## src/verilog/gfx_pkg.sv

```systemverilog
`default_nettype none

package gfx_pkg;

    // 800x600 at 72 Hz, 50 MHz pixel clock
    localparam int H_VISIBLE = 800;
    localparam int H_FRONT   = 56;
    localparam int H_SYNC    = 120;
    localparam int H_BACK    = 64;
    localparam int H_TOTAL   = H_VISIBLE + H_FRONT + H_SYNC + H_BACK;

    localparam int V_VISIBLE = 600;
    localparam int V_FRONT   = 37;
    localparam int V_SYNC    = 6;
    localparam int V_BACK    = 23;
    localparam int V_TOTAL   = V_VISIBLE + V_FRONT + V_SYNC + V_BACK;

    localparam int FRAME_PIXELS = H_VISIBLE * V_VISIBLE;

    // four 8-bit pixels per word
    localparam int FB_WORDS    = FRAME_PIXELS / 4;
    localparam int FB_AWIDTH   = 17;
    localparam int CONFIG_ADDR = FB_WORDS;

    typedef logic [31:0]          word_t;
    typedef logic [3:0]           byte_mask_t;
    typedef logic [FB_AWIDTH-1:0] fb_addr_t;
    typedef logic [17:0]          bus_addr_t;

    typedef struct packed {
        logic [2:0] red;
        logic [2:0] green;
        logic [1:0] blue;
    } color_t;

    typedef struct packed {
        logic       write;
        bus_addr_t  addr;
        word_t      wdata;
        byte_mask_t mask;
    } bus_req_t;

    typedef struct packed {
        word_t rdata;
    } bus_rsp_t;

    typedef struct packed {
        logic   hsync;
        logic   vsync;
        logic   de;
        color_t color;
    } vga_out_t;

    typedef enum logic {
        FETCH_RELOAD,
        FETCH_AHEAD
    } fetch_state_e;

endpackage

`default_nettype wire

```

## src/verilog/vga_timing.sv

```systemverilog
`timescale 1ns/1ns
`default_nettype none

module vga_timing import gfx_pkg::*; (
    input  wire  vga_clk,
    input  wire  rst,
    output logic hsync_o,
    output logic vsync_o,
    output logic de_o,
    output logic frame_start_o
);

    logic [$clog2(H_TOTAL)-1:0] x_q;
    logic [$clog2(V_TOTAL)-1:0] y_q;
    logic                       line_end;
    logic                       h_active;
    logic                       v_active;

    assign line_end = x_q == H_TOTAL - 1;

    // beam position
    always_ff @(posedge vga_clk or posedge rst) begin
        if (rst) begin
            x_q <= '0;
            y_q <= '0;
        end else if (line_end) begin
            x_q <= '0;
            if (y_q == V_TOTAL - 1) begin
                y_q <= '0;
            end else begin
                y_q <= y_q + 1'b1;
            end
        end else begin
            x_q <= x_q + 1'b1;
        end
    end

    // positive sync pulses at the start of line and frame
    always_ff @(posedge vga_clk or posedge rst) begin
        if (rst) begin
            hsync_o <= 1'b1;
            vsync_o <= 1'b1;
        end else begin
            if (line_end) begin
                hsync_o <= 1'b1;
            end else if (x_q == H_SYNC - 1) begin
                hsync_o <= 1'b0;
            end
            if (line_end && y_q == V_TOTAL - 1) begin
                vsync_o <= 1'b1;
            end else if (line_end && y_q == V_SYNC - 1) begin
                vsync_o <= 1'b0;
            end
        end
    end

    assign h_active = x_q >= H_SYNC + H_BACK && x_q < H_SYNC + H_BACK + H_VISIBLE;
    assign v_active = y_q >= V_SYNC + V_BACK && y_q < V_SYNC + V_BACK + V_VISIBLE;

    assign de_o          = h_active && v_active;
    assign frame_start_o = x_q == '0 && y_q == '0;

endmodule

`default_nettype wire

```

## config.mk

```make
export PLATFORM = sky130hd
export DESIGN_NAME = vga_timing
export DESIGN_NICKNAME = d
export VERILOG_FILES = /design/src/verilog/gfx_pkg.sv /design/src/verilog/vga_timing.sv
export SDC_FILE = /design/constraint.sdc
export NUM_CORES = 1
export LEC_CHECK = 0
export BUFFER_PORTS_ARGS = -buffer_cell sky130_fd_sc_hd__buf_4
export CELL_PAD_IN_SITES_DETAIL_PLACEMENT = 1
export CELL_PAD_IN_SITES_GLOBAL_PLACEMENT = 1
export CORE_MARGIN = 2
export CORE_UTILIZATION = 41
export DETAILED_ROUTE_END_ITERATION = 16
export PLACE_DENSITY_LB_ADDON = 0.08
export SLEW_MARGIN = 20
export SYNTH_ARGS = -nofsm -noshare
export SYNTH_HDL_FRONTEND = slang
export SYNTH_SLANG_ARGS = --single-unit
export TNS_END_PERCENT = 5
```

## constraint.sdc

```tcl
create_clock -name vga_clk -period 2.05 [get_ports vga_clk]
set_clock_uncertainty 0.1 [all_clocks]
set_input_delay 0.3075 -clock vga_clk [delete_from_list [all_inputs] [get_ports vga_clk]]
set_output_delay 0.3075 -clock vga_clk [all_outputs]
set_load 0.03 [all_outputs]
```

==> results.tsv <==
metric	value	unit
pin_count	6	
grt_pass1_wl	5260	um
fin_setup_tns	-0.603	ns
syn_area	1270	um2
cts_root_buf	clkbuf_4	
critPathRequiredTime	1.64	ns
setup_viol	2	
synth_compound_area_share	10.8	%
rr_endpoint	vsync_o	
avgSynthCellArea	9.22	um2
hold_viol	0	
synth_top_family_by_area	simple AND/OR/NAND/NOR gates	
die_x	59.7	um
grtUsageMet3	2.60	%
cp-end-kind	output pin	
setup.worst_path.end	frame_start_o	
crit_path_start_kind	flop	
clock_latency	0.32	ns
synth_cells	138	
crit_path_max_fanout	2	
die-area	3570	um2
rsz0062_at_grt	true	
grt_use_met2	35.2	%
max_slew_margin	74.4	%
max_freq	413	MHz
antenna_found_initial	0	
grt_pass1_vias	1110	
grt_util_all_layers	19.6	%
wl_per_cell	16.1	um
clk_pin_slew	0.14	ns
final_max_slew_viol_count	0	
antenna_cells	0	
worst_pin_slew	0.382	ns
criticalPathCategory	reg2out	
synth_mux_area_share	0	%
r2r-start	y_q[8]	
grt_busiest_layer	met2	
gp_congestion	0.806	
preCtsSetupSlack	-0.103	ns
layout-drive-gt1-share	25.0	%
cts_tree	done	
coreArea	3000	um2
layout_commonest_cell	buf_4	
yosys_warnings	0	
utilization	51.6	%
io_buffer_count	5	
use_met1	24.0	%
synthAdderAreaFrac	4.92	%
drt_first_pass_iters	4	
grt_start_max_net_pins	24	
synth_nets	145	
yosys.area_share.simple	26.7	%
post-cts-setup-buffers	0	
final_net_count	168	
ys_seq_area_share	45.4	%
ys_ff_latch	23	
area_delta_synth_final	21.8	%
start_util	42.4	%
hold_class	reg2reg	
vias	1109	
period_share	118	%
violations	setup timing	
dp_hpwl	2310	um
final_cell_mix	buf_4, dfrtp_1, nand3_1	
die_h	59.7	um
placed_area	1490	um2
vias_per_cell	5.75	
synthDistinctLibCells	33	
r2r_cells	4	
clock_sinks	23	
rows	20	
synth-xor-area-share	7.57	%
r2r_slack	0.06	ns
h-tree-depth	1	
ant_nets	0	
fin_area	1550	um2
route.detailed.drc	0	
cp.arrival	2.01	ns
p_leak	0.715	nW
cap_violations	0	
cts_buffers	3	
crit_start	y_q[8]	
fin_crit	2.42	ns
drtIter0Drc	32	
layout_setup_ws	-0.372	ns
powerDensity	442	nW/um2
vdd_drop_max	286	uV
status	finished, violations left	
overflow	0	
cts_buffer_depth	2	
wl	3110	um
==> state kept, by name (all words and copies together) (netlist names) <==
name / flops
hsync_o: 1
vsync_o: 1
x_q: 11
y_q: 10
==> layout make-up <==
class | count | area, um2
tap | 33 | 41.3
clock buffer | 4 | 26.3
timing repair buffer | 24 | 186
inverter | 7 | 26.3
fill | 358 | 1450
multi-input combinational | 102 | 692
sequential | 23 | 578
==> power breakdown <==
group | leakage (nW) | switching [mW] | internal (mW) | total, mW
clock | 0.0150 | 0.142 | 0.0760 | 0.218
combinational | 0.401 | 0.00949 | 0.00385 | 0.0133
sequential | 0.300 | 0 | 0.454 | 0.454
==> cells by family (layout without fill, tap and decap cells) <==
group	Yosys count	after routing
AND/OR/NAND/NOR	64	64
flip-flops	23	23
AO/OA/AOI/OAI	22	22
buffers and inverters	13	35
XOR/XNOR	11	11
adder cells (fa/ha/maj)	5	5
==> metrics by stage <==
step                      hold slack, ns  instances  total power [mW]
after floorplan                    0.208        138             0.469
after global placement             0.276        188             0.475
after detailed placement           0.289        188             0.475
after CTS                          0.399        193             0.697
after global routing               0.440        193             0.708
final                              0.396        193             0.685
==> routing by layer <==
layer,vias to the layer above,share of wire (%)
met5,-,0
met4,0,0.68
met1,565,45
met3,2,2.0
li1,535,-
met2,7,53
==> worst min path at each step <==
| stage | from | endpoint | slack [ns] | cells after the start |
|---|---|---|---|---|
| floorplan | rst | x_q[0] | 0.21 | 1 |
| global placement | rst | x_q[2] | 0.28 | 3 |
| detailed placement | rst | x_q[2] | 0.29 | 3 |
| CTS | hsync_o | hsync_o | 0.40 | 2 |
| global route | x_q[0] | x_q[0] | 0.44 | 1 |
| finish | hsync_o | hsync_o | 0.40 | 2 |
==> worst max-delay path, stage by stage, from the launching register on <==
cell and delay, ns:
dfrtp_1 0.41, or4_4 0.54, or4_4 0.45, nor3_4 0.14
buf_6 0.15
==> synth_stat cells <==
| cell type | count | area (um2) |
|---|---|---|
| a2111oi_0 | 1 | 8.76 |
| a211o_1 | 1 | 8.76 |
| a211oi_1 | 1 | 7.51 |
| a21oi_1 | 3 | 15.0 |
| a22o_1 | 1 | 8.76 |
| and2_1 | 3 | 18.8 |
| and3_1 | 3 | 18.8 |
| and4_1 | 2 | 17.5 |
| buf_2 | 1 | 5.00 |
| buf_6 | 1 | 11.3 |
| clkbuf_1 | 4 | 15.0 |
| dfrtp_1 | 21 | 526 |
| dfstp_2 | 2 | 52.6 |
| ha_1 | 5 | 62.6 |
| inv_1 | 7 | 26.3 |
| nand2_1 | 13 | 48.8 |
| nand2b_1 | 2 | 12.5 |
| nand3_1 | 14 | 70.1 |
| nand4_1 | 5 | 31.3 |
| nor2_1 | 9 | 33.8 |
| nor3_1 | 4 | 20.0 |
| nor4_1 | 1 | 6.26 |
| o211ai_1 | 2 | 15.0 |
| o21ai_0 | 9 | 45.0 |
| o21ai_1 | 1 | 5.00 |
| o311ai_1 | 1 | 8.76 |
| o31ai_1 | 2 | 15.0 |
| or2_2 | 1 | 6.26 |
| or3_1 | 1 | 6.26 |
| or4_1 | 4 | 30.0 |
| or4b_1 | 2 | 20.0 |
| xnor2_1 | 3 | 26.3 |
| xor2_1 | 8 | 70.1 |
==> timing repair <==
item | 4_1_cts | 5_1_grt
hold endpoints to repair | 21 | 0
setup endpoints to repair | 10 | 11
hold buffers | 1 | 0
pin swaps | 0 | 1
gates resized for setup | 8 | 4
cloned | 0 | 0
Note: power is estimated with default switching activity, not from simulation.
