[src/verilog/gfx_pkg.sv]
`default_nettype none

package gfx_pkg;

    // 800x600 at 72 Hz, 50 MHz pixel clock
    localparam int H_VISIBLE = 800;
    localparam int H_FRONT   = 56;
    localparam int H_SYNC    = 120;
    localparam int H_BACK    = 64;
    localparam int H_TOTAL   = H_VISIBLE + H_FRONT + H_SYNC + H_BACK;

    localparam int V_VISIBLE = 600;
    localparam int V_FRONT   = 37;
    localparam int V_SYNC    = 6;
    localparam int V_BACK    = 23;
    localparam int V_TOTAL   = V_VISIBLE + V_FRONT + V_SYNC + V_BACK;

    localparam int FRAME_PIXELS = H_VISIBLE * V_VISIBLE;

    // four 8-bit pixels per word
    localparam int FB_WORDS    = FRAME_PIXELS / 4;
    localparam int FB_AWIDTH   = 17;
    localparam int CONFIG_ADDR = FB_WORDS;

    typedef logic [31:0]          word_t;
    typedef logic [3:0]           byte_mask_t;
    typedef logic [FB_AWIDTH-1:0] fb_addr_t;
    typedef logic [17:0]          bus_addr_t;

    typedef struct packed {
        logic [2:0] red;
        logic [2:0] green;
        logic [1:0] blue;
    } color_t;

    typedef struct packed {
        logic       write;
        bus_addr_t  addr;
        word_t      wdata;
        byte_mask_t mask;
    } bus_req_t;

    typedef struct packed {
        word_t rdata;
    } bus_rsp_t;

    typedef struct packed {
        logic   hsync;
        logic   vsync;
        logic   de;
        color_t color;
    } vga_out_t;

    typedef enum logic {
        FETCH_RELOAD,
        FETCH_AHEAD
    } fetch_state_e;

endpackage

`default_nettype wire

[src/verilog/pixel_fetch.sv]
`timescale 1ns/1ns
`default_nettype none

module pixel_fetch import gfx_pkg::*; (
    input  wire           vga_clk,
    input  wire           rst,
    input  wire           de_i,
    input  wire           frame_start_i,
    input  wire fb_addr_t scroll_offset_i,
    output fb_addr_t      rd_addr_o,
    input  wire word_t    rd_data_i,
    output color_t        color_o
);

    logic [FB_AWIDTH+1:0] count_q;
    fb_addr_t             offset_q;
    word_t                word_q;
    fetch_state_e         state;
    fb_addr_t             word_idx;
    logic [FB_AWIDTH:0]   addr_sum;
    logic [FB_AWIDTH:0]   addr_wrap;

    assign state    = de_i ? FETCH_AHEAD : FETCH_RELOAD;
    assign word_idx = count_q[FB_AWIDTH+1:2];

    // while active, look one word past the beam
    assign addr_sum  = word_idx + offset_q + fb_addr_t'(state == FETCH_AHEAD);
    assign addr_wrap = addr_sum - (FB_AWIDTH+1)'(FB_WORDS);
    assign rd_addr_o = (addr_sum >= FB_WORDS) ? addr_wrap[FB_AWIDTH-1:0]
                                              : addr_sum[FB_AWIDTH-1:0];

    always_ff @(posedge vga_clk or posedge rst) begin
        if (rst) begin
            count_q  <= '0;
            offset_q <= '0;
        end else begin
            // new offset only between frames
            if (frame_start_i) begin
                offset_q <= scroll_offset_i;
            end
            if (de_i) begin
                if (count_q == FRAME_PIXELS - 1) begin
                    count_q <= '0;
                end else begin
                    count_q <= count_q + 1'b1;
                end
            end
        end
    end

    // blanking keeps refreshing the word under the beam
    always_ff @(posedge vga_clk) begin
        if (state == FETCH_RELOAD || count_q[1:0] == 2'd3) begin
            word_q <= rd_data_i;
        end
    end

    // byte 0 is the leftmost pixel
    assign color_o = color_t'(word_q[{count_q[1:0], 3'b000} +: 8]);

endmodule

`default_nettype wire

[config.mk]
export PLATFORM = sky130hd
export DESIGN_NAME = pixel_fetch
export DESIGN_NICKNAME = d
export VERILOG_FILES = /design/src/verilog/gfx_pkg.sv /design/src/verilog/pixel_fetch.sv
export SDC_FILE = /design/constraint.sdc
export NUM_CORES = 1
export LEC_CHECK = 0
export ABC_AREA = 1
export ABC_CLOCK_PERIOD_IN_PS = 2800
export BUFFER_PORTS_ARGS = -buffer_cell sky130_fd_sc_hd__clkbuf_2
export CAP_MARGIN = 30
export CORE_UTILIZATION = 51
export CTS_CLUSTER_DIAMETER = 120
export DETAILED_ROUTE_END_ITERATION = 10
export HOLD_SLACK_MARGIN = 0.1
export PLACE_DENSITY = 0.76
export SLEW_MARGIN = 20
export SYNTH_ARGS = -nofsm -noshare
export SYNTH_HDL_FRONTEND = slang
export SYNTH_SLANG_ARGS = --single-unit
[constraint.sdc]
create_clock -name vga_clk -period 2.8 [get_ports vga_clk]
set_input_delay 0 -clock vga_clk [delete_from_list [all_inputs] [get_ports vga_clk]]
set_output_delay 0 -clock vga_clk [all_outputs]
set_load 0.005 [all_outputs]
==> flow_metrics.py, run 1 <==
metrics = {
    "placed_design": {
        "gp_congestion": 0.876,
        "pre_cts_ws_ps": -126,
        "place.port_buffers": 77,
        "dp.cells": 771,
        "dp_hpwl_mm": 7.87,
    },
    "sta": {
        "setup_viol": 11,
        "timing.final.crit_share_pct": 112,
        "period_needed_ps": 3120,
        "worst_pin_slew_ps": 458,
        "fin_hold_ws_ps": 180,
        "drv_slew": 0,
        "setup_ws_ps": -323,
        "grt_setup_unrepaired": "true",
        "skew_ps": 13.1,
        "fmax_mhz": 320,
        "final_hold_viol_count": 0,
        "max-slew-margin-rel_pct": 69.5,
    },
    "die": {
        "core_area_um2": 8680,
        "fp-row-count": 34,
        "dieArea_um2": 9310,
        "ios": 78,
        "start_util_pct": 52.5,
        "die_x_um": 96.5,
        "die_h_um": 96.5,
    },
    "run_status": {
        "status": "finished, violations left",
        "violations": "negative setup slack",
    },
    "yosys": {
        "yosys_warnings": 0,
        "yosys_register_bits": 68,
        "yosysUniqueCellTypes": 37,
        "postSynthAreaPerCell_um2": 7.97,
        "synth.yosys.seq_area_share_pct": 40.9,
        "synth_top_area_cell": "edfxtp_1",
        "synth_top_area_share_pct": 21.1,
        "async_flop_share_pct": 52.9,
        "synth.net_count": 644,
        "ys.flop_type": "dfrtp_1",
        "syn_area_um2": 4550,
        "synth_area_leaders": "edfxtp_1 (21%), dfrtp_1 (20%), nand2_1 (13%), inv_1 (6.6%), ha_1 (4.9%)",
        "synth_cells": 571,
        "synth_edf_count": 32,
    },
    "grt": {
        "grt_pass1_wl_mm": 20.1,
        "antenna_found_initial": 0,
        "grt.total_usage_pct": 28.9,
        "grt_pass1_vias": 4554,
        "overflow": 0,
        "grt_start_max_net_pins": 37,
    },
    "pwr": {
        "finalPower_mw": 4.05,
        "p_leak_nw": 3.11,
        "power.density_cell_area_nw_per_um2": 654,
        "irDropWorstVdd_v": 0.000555,
    },
    "job": {
        "cap_violations": 0,
    },
    "clock_network": {
        "cts_root_buffer": "clkbuf_8",
        "clk_path_buf_depth": 2,
        "htree_levels": 3,
        "clock_sinks": 68,
        "cts_tree": "done",
        "numCtsBuffers": 9,
        "clk_latency_ps": 360,
        "clk_pin_slew_worst_paths_ps": 80,
    },
    "worst_setup_path": {
        "cp_max_fo": 5,
        "critPathArrivalTime_ps": 3120,
        "worstSetupPathType": "register to output port",
        "startpoint_type": "register",
        "path_common_cell": "nand2_2",
        "critical_path.max_stage_delay_ps": 380,
        "path_cells": "inv_2, fa_2, fa_2, inv_2, nand2_2, nand2_2, buf_6, and2_4, nand2_4, nand3_2, nand2_2, nand2_4, nand2_4, nor2_4, nand3_4, nand3_4, nand2_2, o21ai_2, clkbuf_2",
        "crit_slowest_cell": "dfrtp_1",
        "crit_required_ps": 2800,
        "endpoint_kind": "output port",
    },
    "cells_and_area": {
        "final_core_util_pct": 71.4,
        "syn_to_final_growth_pct": 36.1,
        "fill_cells": 627,
        "drive_gt1_share_pct": 31.1,
        "diodes": 0,
        "fin_nets": 813,
        "final_cell_count_no_fill": 853,
    },
    "routing": {
        "drtIter0Drc": 164,
        "ant_nets": 0,
        "drc": 0,
        "totalWireLength_mm": 12.7,
        "via_per_inst": 5.34,
        "drt-wirelength-per-cell_um": 14.9,
        "vias": 4556,
        "dr.pass1.iters": 6,
    },
    "worst_hold_path": {
        "hp-class": "primary input to register",
    },
}
[metrics by stage]
step                      cell area (um2)  TNS, ps
after floorplan                      4550        0
after global placement               5190    -13.9
after detailed placement             5190     -699
after CTS                            6160    -2490
after global routing                 6190    -5230
final                                6190    -3210
[power by group]
part           switching (mW)  internal [mW]  total [mW]
clock                   0.409          0.507       0.916
combinational            1.01          0.822        1.83
sequential              0.115           1.19        1.31
[cell families (layout without fill, tap and decap cells)]
| kind of cell | Yosys count | count (layout) | share of synthesized area [%] |
|---|---|---|---|
| XOR/XNOR | 14 | 14 | 2.69 |
| adder cells (fa/ha/maj) | 20 | 20 | 5.83 |
| flip-flops | 68 | 68 | 40.9 |
| multiplexers | 15 | 15 | 3.71 |
| AO/OA/AOI/OAI | 58 | 58 | 7.97 |
| AND/OR/NAND/NOR | 298 | 301 | 30.5 |
| buffers and inverters | 98 | 269 | 8.44 |
[routing by layer]
layer / vias to the layer above / global-route usage, % / wire (um)
li1: 2209 / - / -
met1: 2126 / 29.0 / 4670
met2: 175 / 55.9 / 6890
met3: 46 / 5.24 / 579
met4: 0 / 15.0 / 549
met5: - / 0 / 0
[state kept, by name, summed over array words and instances (netlist names)]
register and count:
offset_q 17, word_q 32, count_q 19
[worst paths after layout]
path,start,endpoint,slack [ps],cells past startpoint
max,count_q[2]$_DFFE_PP0P_,rd_addr_o[12],-320,19
min,frame_start_i,offset_q[1]$_DFFE_PP0P_,180,3
max reg2reg,count_q[2]$_DFFE_PP0P_,count_q[17]$_DFFE_PP0P_,540,13
min reg2reg,count_q[12]$_DFFE_PP0P_,count_q[13]$_DFFE_PP0P_,520,1
max in group asynchronous,rst,offset_q[12]$_DFFE_PP0P_,2200,4
min in group asynchronous,rst,offset_q[2]$_DFFE_PP0P_,260,4
[cells in the final DEF (no fill, tap or decap), types with 28 or more instances in the layout]
cell type	instances
buf_4	31
clkbuf_2	77
dfrtp_1	36
dlygate4sd3_1	51
edfxtp_1	32
inv_1	76
nand2_1	136
nand2_2	29
nand3_1	28
nor2_1	45
[critical path: cells and delay by family, from the launching register on]
| kind | cells | cell delay, ps |
|---|---|---|
| fa+ha+maj | 2 | 740 |
| buf+inv | 4 | 390 |
| simple gates | 12 | 1220 |
| flops | 1 | 380 |
| compound gates | 1 | 60 |
[area by class of cell]
type	count	area (um2)	area share (%)
flip-flops and latches	68	1860	30.1
repair buffers	161	1150	18.6
clock inverters	7	98.8	1.60
multi-input cells	408	2480	40.0
well taps	108	135	2.18
clock buffers	9	124	2.00
inverters	92	345	5.57
[what timing repair did]
item | CTS | global route
endpoints found under the hold margin | 87 | 0
setup buffers | 10 | 2
endpoints found under the setup margin | 11 | 11
pin swaps | 20 | 8
cloned | 3 | 0
gates resized for setup | 36 | 8
hold buffers | 51 | 0
[cell usage after synthesis (3+ instances only)]
cell,count
a21oi_1,12
and2_1,3
clkbuf_1,5
dfrtp_1,36
edfxtp_1,32
ha_1,18
inv_1,80
inv_2,12
mux2_2,15
nand2_1,153
nand2_2,17
nand3_1,34
nand3_2,3
nand4_1,14
nor2_1,45
nor2_2,4
nor2_4,3
nor3_1,9
nor3_2,4
o21ai_0,23
o21ai_2,6
o22ai_1,10
xnor2_1,3
xor2_1,11
Power figures use the tool's default switching activity.
==> run 2, diff against run 1 <==
--- a/config.mk
+++ b/config.mk
@@ -6,14 +6,14 @@
 export NUM_CORES = 1
 export LEC_CHECK = 0
 export ABC_AREA = 1
-export ABC_CLOCK_PERIOD_IN_PS = 2800
+export ABC_CLOCK_PERIOD_IN_PS = 3450
 export BUFFER_PORTS_ARGS = -buffer_cell sky130_fd_sc_hd__clkbuf_2
 export CAP_MARGIN = 30
-export CORE_UTILIZATION = 51
+export CORE_UTILIZATION = 55
 export CTS_CLUSTER_DIAMETER = 120
 export DETAILED_ROUTE_END_ITERATION = 10
 export HOLD_SLACK_MARGIN = 0.1
-export PLACE_DENSITY = 0.76
+export PLACE_DENSITY = 0.78
 export SLEW_MARGIN = 20
 export SYNTH_ARGS = -nofsm -noshare
 export SYNTH_HDL_FRONTEND = slang
==> constraint.sdc (replaced) <==
create_clock -name vga_clk -period 3.45 [get_ports vga_clk]
set_input_delay 0 -clock vga_clk [delete_from_list [all_inputs] [get_ports vga_clk]]
set_output_delay 0 -clock vga_clk [all_outputs]
set_load 0.005 [all_outputs]
==> run 2 against run 1 <==
Total power fell by 29%. Combinational power fell by 33%. Critical path depth fell by 2. Die area fell by 7.1%. Non-clock buffer count fell by 28. Design area fell by 6.6%. Count of clock-buffer cells in the layout did not move. Clock power fell by 36%. First-iteration DRC count rose by 1.8%. Final cell count fell by 4.1%. The flow now finishes without violations. Highest routed layer unchanged. Global-route usage barely moved. Worst setup slack improved by 600 ps.
==> flow_metrics.py, run 2 (same netlist as run 1, synthesis figures left out) <==
metrics = {
    "run_status": {
        "status": "finished clean",
    },
    "die": {
        "ios": 78,
        "dieArea_um2": 8640,
        "fp-row-count": 32,
        "die_x_um": 93.0,
        "die_h_um": 93.0,
        "core_area_um2": 7850,
        "start_util_pct": 58.0,
    },
    "pwr": {
        "finalPower_mw": 2.87,
        "power.density_cell_area_nw_per_um2": 496,
        "p_leak_nw": 2.89,
        "irDropWorstVdd_v": 0.000359,
    },
    "clock_network": {
        "cts_tree": "done",
        "htree_levels": 3,
        "cts_root_buffer": "clkbuf_8",
        "clk_path_buf_depth": 2,
        "clk_latency_ps": 350,
        "numCtsBuffers": 9,
        "clk_pin_slew_worst_paths_ps": 80,
        "clock_sinks": 68,
    },
    "worst_setup_path": {
        "cp_max_fo": 9,
        "endpoint_kind": "output port",
        "crit_slowest_cell": "dfrtp_1",
        "path_common_cell": "nand2_1",
        "path_cells": "inv_2, fa_2, fa_2, inv_1, nand2_1, nand2_1, nand3_1, nand2_1, nand2_1, nand2_1, ha_2, nand3b_1, nand3_4, nand3_4, nand2_1, o21ai_2, clkbuf_2",
        "crit_required_ps": 3450,
        "r2r_cells": 10,
        "critPathArrivalTime_ps": 3170,
        "startpoint_type": "register",
        "critical_path.max_stage_delay_ps": 390,
        "worstSetupPathType": "register to output port",
    },
    "sta": {
        "fmax_mhz": 315,
        "timing.final.crit_share_pct": 92.0,
        "tns_ps": 0,
        "worst_pin_slew_ps": 548,
        "grt_setup_unrepaired": "false",
        "final_hold_viol_count": 0,
        "max-slew-margin-rel_pct": 63.5,
        "skew_ps": 12.2,
        "setup_viol": 0,
        "drv_slew": 0,
        "period_needed_ps": 3170,
    },
    "worst_hold_path": {
        "hold-path-cell-count": 4,
        "hp-class": "primary input to register",
    },
    "routing": {
        "via_per_inst": 5.34,
        "dr.pass1.iters": 4,
        "ant_nets": 0,
        "drc": 0,
        "vias": 4368,
        "drt-wirelength-per-cell_um": 14.2,
        "totalWireLength_mm": 11.6,
        "drtIter0Drc": 167,
    },
    "grt": {
        "top_usage_layer": "met2",
        "grt_start_max_net_pins": 33,
        "met3_usage_pct": 6.26,
        "use_met1_pct": 29.2,
        "grt_pass1_wl_mm": 19.1,
        "grt_pass1_vias": 4387,
        "overflow": 0,
        "antenna_found_initial": 0,
        "gr-usage-met2_pct": 54.9,
        "grt.total_usage_pct": 28.8,
    },
    "cells_and_area": {
        "stdcell_area_um2": 5790,
        "final_common_cell": "nand2_1",
        "layout_common_cells": "nand2_1 (152), inv_1 (79), clkbuf_2 (77)",
        "fill_cells": 581,
        "regMostFlops": "word_q",
        "largest_register_ffs": 32,
        "seq_area_um2": 1860,
        "top_regs": "word_q x32, count_q x19, offset_q x17",
        "syn_to_final_growth_pct": 27.1,
        "drive_gt1_share_pct": 24.2,
        "multi_input_area_um2": 2340,
        "fin_nets": 783,
    },
    "placed_design": {
        "gp_congestion": 0.854,
        "place.port_buffers": 77,
        "dp_hpwl_mm": 7.72,
        "dpl-instance-area_um2": 5040,
    },
    "job": {
        "cap_violations": 0,
    },
}
[run 2: worst paths after layout]
kind	end	slack (ps)	start
worst max-delay path	rd_addr_o[11]	280	count_q[2]$_DFFE_PP0P_
worst min-delay path	count_q[11]$_DFFE_PP0P_	150	de_i
worst max register to register	count_q[17]$_DFFE_PP0P_	1120	count_q[0]$_DFFE_PP0P_
worst min register to register	offset_q[16]$_DFFE_PP0P_	520	offset_q[16]$_DFFE_PP0P_
max in group asynchronous	offset_q[10]$_DFFE_PP0P_	2090	rst
min in group asynchronous	offset_q[6]$_DFFE_PP0P_	680	rst
[run 2: layout make-up]
type,count,area share (%)
antenna,1,0.0432
sequential,68,32.2
clock inverter,7,0.865
inverter,92,5.97
multi-input combinational,406,40.4
tap,102,2.21
timing repair buffer,133,16.2
clock buffer,9,2.14
[run 2: timing repair]
action	4_1_cts	5_1_grt
gates resized for setup	1	7
setup endpoints to repair	8	11
pin swaps	0	4
setup buffers	0	1
hold buffers	53	0
endpoints found under the hold margin	87	0
cloned	1	0
[run 2: where the power goes]
| part | total [mW] | internal (mW) | switching (mW) |
|---|---|---|---|
| clock | 0.586 | 0.263 | 0.323 |
| combinational | 1.22 | 0.511 | 0.711 |
| sequential | 1.06 | 0.966 | 0.0982 |
| total | 2.87 | 1.74 | 1.13 |
[run 2: critical path: cells and delay by family (launching register included)]
kind,cells,cell delay [ps]
flip-flops,1,390
adder cells (fa/ha/maj),3,950
AND/OR/NAND/NOR,10,1150
buffers and inverters,3,280
AO/OA/AOI/OAI,1,60
[run 2: stage by stage]
stage	std cells	worst slack [ps]	hold slack [ps]	utilization [%]
floorplan	571	733	98.9	-
global placement	746	465	-92.2	64.2
detailed placement	746	346	-78.8	64.2
CTS	816	21.5	132	73.4
global route	817	28.5	191	73.7
finish	818	276	152	73.7
[run 2: layer usage]
metal	vias to the layer above	wire length, um
li1	2146	-
met1	2022	4390
met2	158	6170
met3	42	584
met4	0	458
met5	-	0
