File: src/verilog/gfx_pkg.sv
`default_nettype none

package gfx_pkg;

    // 800x600 at 72 Hz, 50 MHz pixel clock
    localparam int H_VISIBLE = 800;
    localparam int H_FRONT   = 56;
    localparam int H_SYNC    = 120;
    localparam int H_BACK    = 64;
    localparam int H_TOTAL   = H_VISIBLE + H_FRONT + H_SYNC + H_BACK;

    localparam int V_VISIBLE = 600;
    localparam int V_FRONT   = 37;
    localparam int V_SYNC    = 6;
    localparam int V_BACK    = 23;
    localparam int V_TOTAL   = V_VISIBLE + V_FRONT + V_SYNC + V_BACK;

    localparam int FRAME_PIXELS = H_VISIBLE * V_VISIBLE;

    // four 8-bit pixels per word
    localparam int FB_WORDS    = FRAME_PIXELS / 4;
    localparam int FB_AWIDTH   = 17;
    localparam int CONFIG_ADDR = FB_WORDS;

    typedef logic [31:0]          word_t;
    typedef logic [3:0]           byte_mask_t;
    typedef logic [FB_AWIDTH-1:0] fb_addr_t;
    typedef logic [17:0]          bus_addr_t;

    typedef struct packed {
        logic [2:0] red;
        logic [2:0] green;
        logic [1:0] blue;
    } color_t;

    typedef struct packed {
        logic       write;
        bus_addr_t  addr;
        word_t      wdata;
        byte_mask_t mask;
    } bus_req_t;

    typedef struct packed {
        word_t rdata;
    } bus_rsp_t;

    typedef struct packed {
        logic   hsync;
        logic   vsync;
        logic   de;
        color_t color;
    } vga_out_t;

    typedef enum logic {
        FETCH_RELOAD,
        FETCH_AHEAD
    } fetch_state_e;

endpackage

`default_nettype wire

File: src/verilog/bus_slave.sv
`timescale 1ns/1ns
`default_nettype none

module bus_slave import gfx_pkg::*; (
    input  wire             vga_clk,
    input  wire             rst,
    input  wire             req_valid_i,
    output logic            req_ready_o,
    input  wire bus_req_t   req_i,
    output logic            rsp_valid_o,
    input  wire             rsp_ready_i,
    output bus_rsp_t        rsp_o,
    output fb_addr_t        fb_addr_o,
    output word_t           fb_wdata_o,
    output byte_mask_t      fb_mask_o,
    input  wire word_t      fb_rdata_i,
    output fb_addr_t        scroll_offset_o
);

    logic     accept;
    logic     is_fb;
    logic     is_cfg;
    logic     rd_fb;
    logic     rd_direct;
    logic     cfg_wr;
    logic     fb_wait_q;
    bus_rsp_t rsp_q;

    // one read in flight, held until the response is taken
    assign req_ready_o = !fb_wait_q && !rsp_valid_o;
    assign accept      = req_valid_i && req_ready_o;

    assign is_fb  = req_i.addr < bus_addr_t'(FB_WORDS);
    assign is_cfg = req_i.addr == bus_addr_t'(CONFIG_ADDR);

    assign rd_fb     = accept && !req_i.write && is_fb;
    assign rd_direct = accept && !req_i.write && !is_fb;
    assign cfg_wr    = accept && req_i.write && is_cfg;

    // port a follows the request, mask only on an accepted write
    assign fb_addr_o  = req_i.addr[FB_AWIDTH-1:0];
    assign fb_wdata_o = req_i.wdata;
    assign fb_mask_o  = (accept && req_i.write && is_fb) ? req_i.mask : '0;

    assign rsp_o = rsp_q;

    always_ff @(posedge vga_clk or posedge rst) begin
        if (rst) begin
            fb_wait_q       <= 1'b0;
            rsp_valid_o     <= 1'b0;
            scroll_offset_o <= '0;
        end else begin
            if (rsp_valid_o && rsp_ready_i) begin
                rsp_valid_o <= 1'b0;
            end
            // ram data lands one cycle after the read
            fb_wait_q <= rd_fb;
            if (fb_wait_q || rd_direct) begin
                rsp_valid_o <= 1'b1;
            end
            // out of range offsets are dropped
            if (cfg_wr && req_i.wdata < word_t'(FB_WORDS)) begin
                scroll_offset_o <= req_i.wdata[FB_AWIDTH-1:0];
            end
        end
    end

    always_ff @(posedge vga_clk) begin
        if (fb_wait_q) begin
            rsp_q.rdata <= fb_rdata_i;
        end else if (rd_direct) begin
            // unmapped reads give zero
            rsp_q.rdata <= is_cfg ? word_t'(scroll_offset_o) : '0;
        end
    end

endmodule

`default_nettype wire

File: config.mk
export PLATFORM = sky130hd
export DESIGN_NAME = bus_slave
export DESIGN_NICKNAME = d
export VERILOG_FILES = /design/src/verilog/gfx_pkg.sv /design/src/verilog/bus_slave.sv
export SDC_FILE = /design/constraint.sdc
export NUM_CORES = 1
export LEC_CHECK = 0
export ABC_AREA = 1
export BUFFER_PORTS_ARGS = -buffer_cell sky130_fd_sc_hd__clkbuf_2
export CORE_ASPECT_RATIO = 1.25
export CORE_MARGIN = 2
export CORE_UTILIZATION = 45
export CTS_CLUSTER_SIZE = 24
export DETAILED_ROUTE_END_ITERATION = 10
export GPL_TIMING_DRIVEN = 1
export PLACE_DENSITY = 0.87
export SLEW_MARGIN = 20
export SYNTH_ARGS = -nofsm -noshare
export SYNTH_HDL_FRONTEND = slang
export SYNTH_SLANG_ARGS = --single-unit
File: constraint.sdc
create_clock -name vga_clk -period 4.05 [get_ports vga_clk]
set_input_delay 0.6075 -clock vga_clk [delete_from_list [all_inputs] [get_ports vga_clk]]
set_output_delay 0.6075 -clock vga_clk [all_outputs]
set_load 0.01 [all_outputs]
==> qor.txt, run 1 <==
Status -> finished clean
Routed Antenna Nets -> 0
FILL cells -> 577
Nets -> 554
Die W -> 74.31 um
Placed insts -> 541
Kind of critical path -> reg -> reg
Share of post-route cells with drive strength above 1 -> 46.12%
Post-synthesis sequential area ratio -> 51.67%
Max Fclk -> 462.3 MHz
Hold Vio Cnt, Final -> 0
Final Util -> 58.04%
Crit-path max cell delay -> 490 ps
Gr usage total -> 19.27%
Die ar. -> 6827 sq um
Vias per inst -> 4.439
Syn Std Cell Area -> 2780 sq um
Core ar. -> 6086 sq um
Crit-path slowest cell -> dfrtp_1
Clock Pin Slew Worst Setup and Hold Paths -> 90 ps
CP max FO -> 32
Vias in the first global route -> 2270
Netlist cell types -> 27
Final TNS setup -> 0 ps
Antenna violations before repair -> 0
DP Area -> 3452 sq um
Post-detail-place hpwl -> 5546 um
IO Pins -> 195
Worst path most repeated cell -> buf_4
Critical path required time -> 4000 ps
Final number of max-transition violations -> 0
DRT iter0 DRCs -> 93
Max VDD drop -> 0.0001468 V
Post-layout min period -> 2163 ps
Layout Cells excl Fill -> 549
Synth area leader -> edfxtp_1
Mapped Cells -> 318
Post-synth top area share -> 34.56%
Gpl congestion -> 0.7950
Clock sink count -> 51
PwrDens -> 295.3 nW/um^2
Crit path capture type -> register
Max-cap violations -> 0
Startpoint Class -> register
Top post-synthesis cells by area -> edfxtp_1 (35%), dfrtp_1 (17%), nand2_1 (14%)
RSZ-0062 raised after global routing -> no
DR vias -> 2437
Syn Nets -> 409
GRT overflow -> 0
Max Clock Skew -> 6.418 ps
R2r startpoint -> fb_wait_q
Max-slew headroom -> 52.09%
Starting Density -> 45.68%
Cells resized by post-CTS repair -> 0
Yosys warnings -> 0
Global-route wire length before repair -> 10290 um
Die H -> 91.88 um
Tot Pwr -> 1.043 mW
Crit path from -> fb_wait_q
Setup bufs post-CTS -> 0
DRC viols -> 0
Tightest Pin Transition -> 717.9 ps
Hold_buf cts -> 0
Crit path DAT -> 2120 ps
Leak -> 1.988 nW
CP cell instances -> buf_4 > clkinv_1 > nand2_1 > buf_4
Final setup viols -> 0
Root Buffer -> clkbuf_8
Inserted Clock Buffers -> 5
Avg Inst Size Synth -> 8.743 sq um
Post-synthesis register bit count -> 51
Rows -> 32
Clock Latency Late Sink -> 290 ps
PortBufs -> 194
H-tree depth -> 2
Area growth from synthesis to layout -> 27.05%
Min-Delay Path Class -> in -> async
Tcrit/Tclk final -> 53.41%
CTS max path bufs -> 2
Avg WL per Cell -> 12.23 um
WL final -> 6716 um
Fin area -> 3532 sq um
Pin count of the biggest net entering global routing -> 33
TritonCTS clock tree -> yes
N_diodes -> 0
DRT Pass-1 Iters -> 5
cells by family (layout without fill, tap and decap cells):
kind of cell	count (synthesis)	after routing	synth area share, %
buffers and inverters	90	236	19.44
AND/OR/NAND/NOR	157	157	24.93
AO/OA/AOI/OAI	20	20	3.961
flip-flops	51	51	51.67
cell type report:
cell class | instances | area [sq um] | area share, %
clock inverter | 2 | 7.507 | 0.2125
tap | 85 | 106.4 | 3.011
clock buffer | 6 | 72.57 | 2.055
inverter | 32 | 120.1 | 3.401
sequential | 51 | 1436 | 40.67
multi-input combinational | 177 | 803.3 | 22.74
timing repair buffer | 196 | 985.9 | 27.91
Yosys cell counts:
| cell type | number |
|---|---|
| o31ai_1 | 1 |
| nand3_1 | 17 |
| edfxtp_1 | 32 |
| nor2_4 | 1 |
| nor2_1 | 23 |
| clkinv_1 | 1 |
| a31oi_1 | 1 |
| o21ai_0 | 16 |
| nor2_2 | 1 |
| nand2_1 | 105 |
| nand3_4 | 2 |
| o211ai_1 | 1 |
| nor2_8 | 1 |
| nand2_2 | 1 |
| dfrtp_1 | 19 |
| inv_2 | 3 |
| a21oi_2 | 1 |
| clkbuf_1 | 6 |
| buf_6 | 2 |
| and3_1 | 1 |
| buf_4 | 50 |
| nand3_2 | 1 |
| nand2_4 | 1 |
| nand4_1 | 1 |
| nor3_1 | 1 |
| nor3_2 | 1 |
| inv_1 | 28 |
per-layer routing:
metal / global-route usage (%) / share of wire (%)
met1: 26.01 / 41
met2: 31.47 / 50
met3: 3.736 / 7.2
met4: 5.357 / 1.2
met5: 0 / 0
registers in the layout (all words and copies together), names as in the netlist:
signal           flops
rsp_valid_o          1
rsp_o               32
scroll_offset_o     17
fb_wait_q            1
per-stage QoR:
stage	setup WS [ps]	hold slack (ps)
finish	1887	395.7
global route	1733	457.3
CTS	1877	405.2
detailed placement	1891	484.2
global placement	1948	482.2
floorplan	1808	523.3
path summary, 6_finish.rpt:
kind | slack, ps | cells past startpoint | end
worst max-delay path | 1890 | 4 | rsp_o[18]
worst min-delay path | 400 | 2 | scroll_offset_o[8]
worst max register to register | 1890 | 4 | rsp_o[18]
worst min register to register | 500 | 2 | scroll_offset_o[5]
max in group asynchronous | 3200 | 2 | scroll_offset_o[14]
min in group vga_clk | 500 | 2 | scroll_offset_o[5]
report_power, final:
part / switching (mW) / internal, mW / total, mW / leakage, nW
Combinational: 0.105 / 0.0766 / 0.182 / 1.40
Sequential: 0.00861 / 0.580 / 0.589 / 0.551
Clock: 0.154 / 0.118 / 0.272 / 0.0403
Total: 0.268 / 0.775 / 1.04 / 1.99
cell usage in the layout, fill, tap and decap left out, types with 2 or more instances in the layout:
master    instances
o21ai_0          16
nand2_1         105
clkbuf_2        194
nand3_4           2
inv_2             3
buf_4             2
nand3_1          17
nor2_1           23
clkbuf_8          5
clkinv_1          3
inv_1            28
dfrtp_1          19
edfxtp_1         32
worst max-delay path, delay by kind of cell (launching register included):
| family | cells | cell delay, ps |
|---|---|---|
| buffers and inverters | 3 | 1150 |
| DFF | 1 | 490 |
| and+or+nand+nor | 1 | 180 |
(Power assumes the default switching activity.)
==> run 2: changes to the inputs <==
--- a/config.mk
+++ b/config.mk
@@ -5,15 +5,15 @@
 export SDC_FILE = /design/constraint.sdc
 export NUM_CORES = 1
 export LEC_CHECK = 0
-export ABC_AREA = 1
+export ABC_AREA = 0
 export BUFFER_PORTS_ARGS = -buffer_cell sky130_fd_sc_hd__clkbuf_2
 export CORE_ASPECT_RATIO = 1.25
 export CORE_MARGIN = 2
-export CORE_UTILIZATION = 45
+export CORE_UTILIZATION = 41
 export CTS_CLUSTER_SIZE = 24
 export DETAILED_ROUTE_END_ITERATION = 10
 export GPL_TIMING_DRIVEN = 1
-export PLACE_DENSITY = 0.87
+export PLACE_DENSITY = 0.81
 export SLEW_MARGIN = 20
 export SYNTH_ARGS = -nofsm -noshare
 export SYNTH_HDL_FRONTEND = slang
==> constraint.sdc (replaced) <==
create_clock -name vga_clk -period 2 [get_ports vga_clk]
set_input_delay 0.3 -clock vga_clk [delete_from_list [all_inputs] [get_ports vga_clk]]
set_output_delay 0.3 -clock vga_clk [all_outputs]
set_load 0.01 [all_outputs]
==> qor.txt, run 2 <==
Starting Density -> 42.76% (was 45.68%)
Cells on worst reg2reg path -> 6 (was 4)
Tightest Pin Transition -> 723.7 ps (was 717.9 ps)
Max Clock Skew -> 6.539 ps (was 6.418 ps)
Syn Std Cell Area -> 2654 sq um (was 2780 sq um)
Layout Cells excl Fill -> 476 (was 549)
Max layer used -> met4 (unchanged)
Post-detail-place hpwl -> 5274 um (was 5546 um)
Crit path capture type -> register (unchanged)
Core ar. -> 6206 sq um (was 6086 sq um)
Final TNS setup -> -740.7 ps (was 0 ps)
Rows -> 32 (unchanged)
Post-synth EDFFs -> 32 (unchanged)
Final Util -> 57.72% (was 58.04%)
Kind of critical path -> in -> reg (was reg -> reg)
PortBufs -> 194 (unchanged)
Inserted Clock Buffers -> 5 (unchanged)
Violated checks -> negative setup slack
Yosys warnings -> 0 (unchanged)
Antenna violations before repair -> 0 (unchanged)
Hold_ws -> 104.6 ps (was 395.7 ps)
Nets -> 482 (was 554)
Max-cap violations -> 0 (unchanged)
Post-synth top area share -> 36.21% (was 34.56%)
Avg WL per Cell -> 13.37 um (was 12.23 um)
CP max FO -> 17 (was 32)
Die W -> 75.96 um (was 74.31 um)
Final number of max-transition violations -> 0 (unchanged)
Max Fclk -> 485.0 MHz
FILL cells -> 500 (was 577)
Max VDD drop -> 0.0002979 V (was 0.0001468 V)
Min-Delay Path Class -> in -> async (unchanged)
DR WL met3 -> 433 um (was 486 um)
Post-layout min period -> 2062 ps
RSZ-0062 raised after global routing -> yes (was no)
WL final -> 6362 um (was 6716 um)
Critical path required time -> 2180 ps (was 4000 ps)
Area growth from synthesis to layout -> 34.98% (was 27.05%)
Crit path DAT -> 2240 ps (was 2120 ps)
Met1 WL -> 2545 um (was 2779 um)
GRT overflow -> 0 (unchanged)
Most common cell after layout, fill and taps aside -> clkbuf_2 (unchanged)
Share of post-route cells with drive strength above 1 -> 60.36% (was 46.12%)
H-tree depth -> 2 (unchanged)
Post-synthesis register bit count -> 51 (unchanged)
Synth area leader -> edfxtp_1 (unchanged)
DRT Pass-1 Iters -> 4 (was 5)
N_diodes -> 0 (unchanged)
PwrDens -> 614.6 nW/um^2 (was 295.3 nW/um^2)
Clock sink count -> 51 (unchanged)
Placed insts -> 469 (was 541)
Routed Antenna Nets -> 0 (unchanged)
DRC viols -> 0 (unchanged)
TritonCTS clock tree -> yes (unchanged)
Most frequent cells in the layout -> clkbuf_2 (193), nand2_1 (35), edfxtp_1 (32) (was clkbuf_2 (194), nand2_1 (105), edfxtp_1 (32))
CTS max path bufs -> 2 (unchanged)
Hold Vio Cnt, Final -> 0 (unchanged)
Routed wl met2 -> 3317 um (was 3368 um)
Die ar. -> 7136 sq um (was 6827 sq um)
Avg Inst Size Synth -> 11.34 sq um (was 8.743 sq um)
Vias in the first global route -> 2051 (was 2270)
Synth cell count leaders -> buf_4 (49), nand2_1 (35), edfxtp_1 (32), and2_1 (19), dfrtp_1 (19) (was nand2_1 (105), buf_4 (50), edfxtp_1 (32), inv_1 (28), nor2_1 (23))
Post-synthesis sequential area ratio -> 54.13% (was 51.67%)
Status -> complete, but fails checks (was finished clean)
DR vias -> 2184 (was 2437)
Netlist cell types -> 32 (was 27)
Global-route wire length before repair -> 9694 um (was 10290 um)
Gr usage total -> 17.20% (was 19.27%)
Most used DFF post-synth -> edfxtp_1 (unchanged)
Count leader, synth -> buf_4 (was nand2_1)
Pin count of the biggest net entering global routing -> 53 (was 33)
Startpoint Class -> input pin (was register)
Vias per inst -> 4.588 (was 4.439)
FF/Latch Area -> 1436 sq um (unchanged)
Root Buffer -> clkbuf_8 (unchanged)
Tcrit/Tclk final -> 103.1%
Top post-synthesis cells by area -> edfxtp_1 (36%), dfrtp_1 (18%), buf_4 (14%) (was edfxtp_1 (35%), dfrtp_1 (17%), nand2_1 (14%))
Async S/R FF share, synth -> 37.25% (unchanged)
Final setup viols -> 16 (was 0)
Clock Pin Slew Worst Setup and Hold Paths -> 80 ps (was 90 ps)
Die H -> 93.95 um (was 91.88 um)
Syn Nets -> 325 (was 409)
Setup bufs post-CTS -> 0 (unchanged)
Area used by multi-input combinational logic -> 794.5 sq um (was 803.3 sq um)
Leak -> 1.865 nW (was 1.988 nW)
Mapped Cells -> 234 (was 318)
Setup ws final -> -61.81 ps (was 1887 ps)
Max-slew headroom -> 51.70% (was 52.09%)
Clock Latency Late Sink -> 290 ps (about the same)
Gpl congestion -> 0.8028 (was 0.7950)
Max reg flops -> 32 (unchanged)
FF-to-FF setup slack -> 10 ps (was 1890 ps)
IO Pins -> 195 (unchanged)
DRT iter0 DRCs -> 51 (was 93)
## run 2: cell types whose count changed after synthesis, sizes merged, moves of 6 or more
cell,change
and2,+19
inv,-27
mux2,+16
nand2,-72
nand3,-18
nor2,-23
nor4,+6
## run 2: cells by family after synthesis
| group | Yosys count | synth area share [%] |
|---|---|---|
| simple gates | 77 | 14.90 |
| buf+inv | 63 | 16.74 |
| flops | 51 | 54.13 |
| compound gates | 27 | 6.177 |
| mux | 16 | 8.062 |
## run 2: worst paths after layout
path / start / end
setup / recovery: req_i[36] / scroll_offset_o[6]
hold / removal: rst / scroll_offset_o[4]
setup reg to reg: fb_wait_q / scroll_offset_o[6]
hold reg to reg: scroll_offset_o[2] / scroll_offset_o[2]
max in group asynchronous: rst / rsp_valid_o
min in group vga_clk: req_i[8] / scroll_offset_o[4]
## run 2: final cells by class
type	count	share of cell area [%]
repair buffers	209	31.47
clock buffers	6	2.026
flip-flops and latches	51	40.10
multi-input cells	120	22.18
clock inverters	1	0.8383
well taps	85	2.969
inverters	4	0.4191
## run 2: what timing repair did
item	CTS	global route
resized for setup	4	4
setup endpoints to repair	16	21
hold buffers	0	0
pin swaps	1	4
## run 2: per-stage QoR
stage               worst slack [ps]  power [mW]  instance area [sq um]
floorplan                     -327.6       1.389                   2655
global placement              -392.9       1.544                   3440
detailed placement            -402.2       1.551                   3440
CTS                           -54.28       2.222                   3558
global route                  -127.4       2.288                   3582
finish                        -61.81       2.202                   3582
## run 2: per-layer routing
| layer | vias up | track usage (%) |
|---|---|---|
| met5 | - | 0 |
| met2 | 119 | 30.51 |
| met1 | 978 | 21.63 |
| met3 | 6 | 3.077 |
| met4 | 0 | 5.000 |
| li1 | 1081 | - |
## run 2: where the power goes
group | total, mW | switching (mW) | internal, mW | leakage, nW
Combinational | 0.358 | 0.191 | 0.167 | 1.24
Sequential | 1.17 | 0.00951 | 1.16 | 0.574
Clock | 0.672 | 0.305 | 0.367 | 0.0513
Total | 2.20 | 0.505 | 1.70 | 1.87
## run 2: critical path: stages
cell,delay (ps)
clkbuf_2,100
or4b_4,530
nor4_4,230
nand4_1,150
or4_4,460
buf_12,180
mux2_4,300
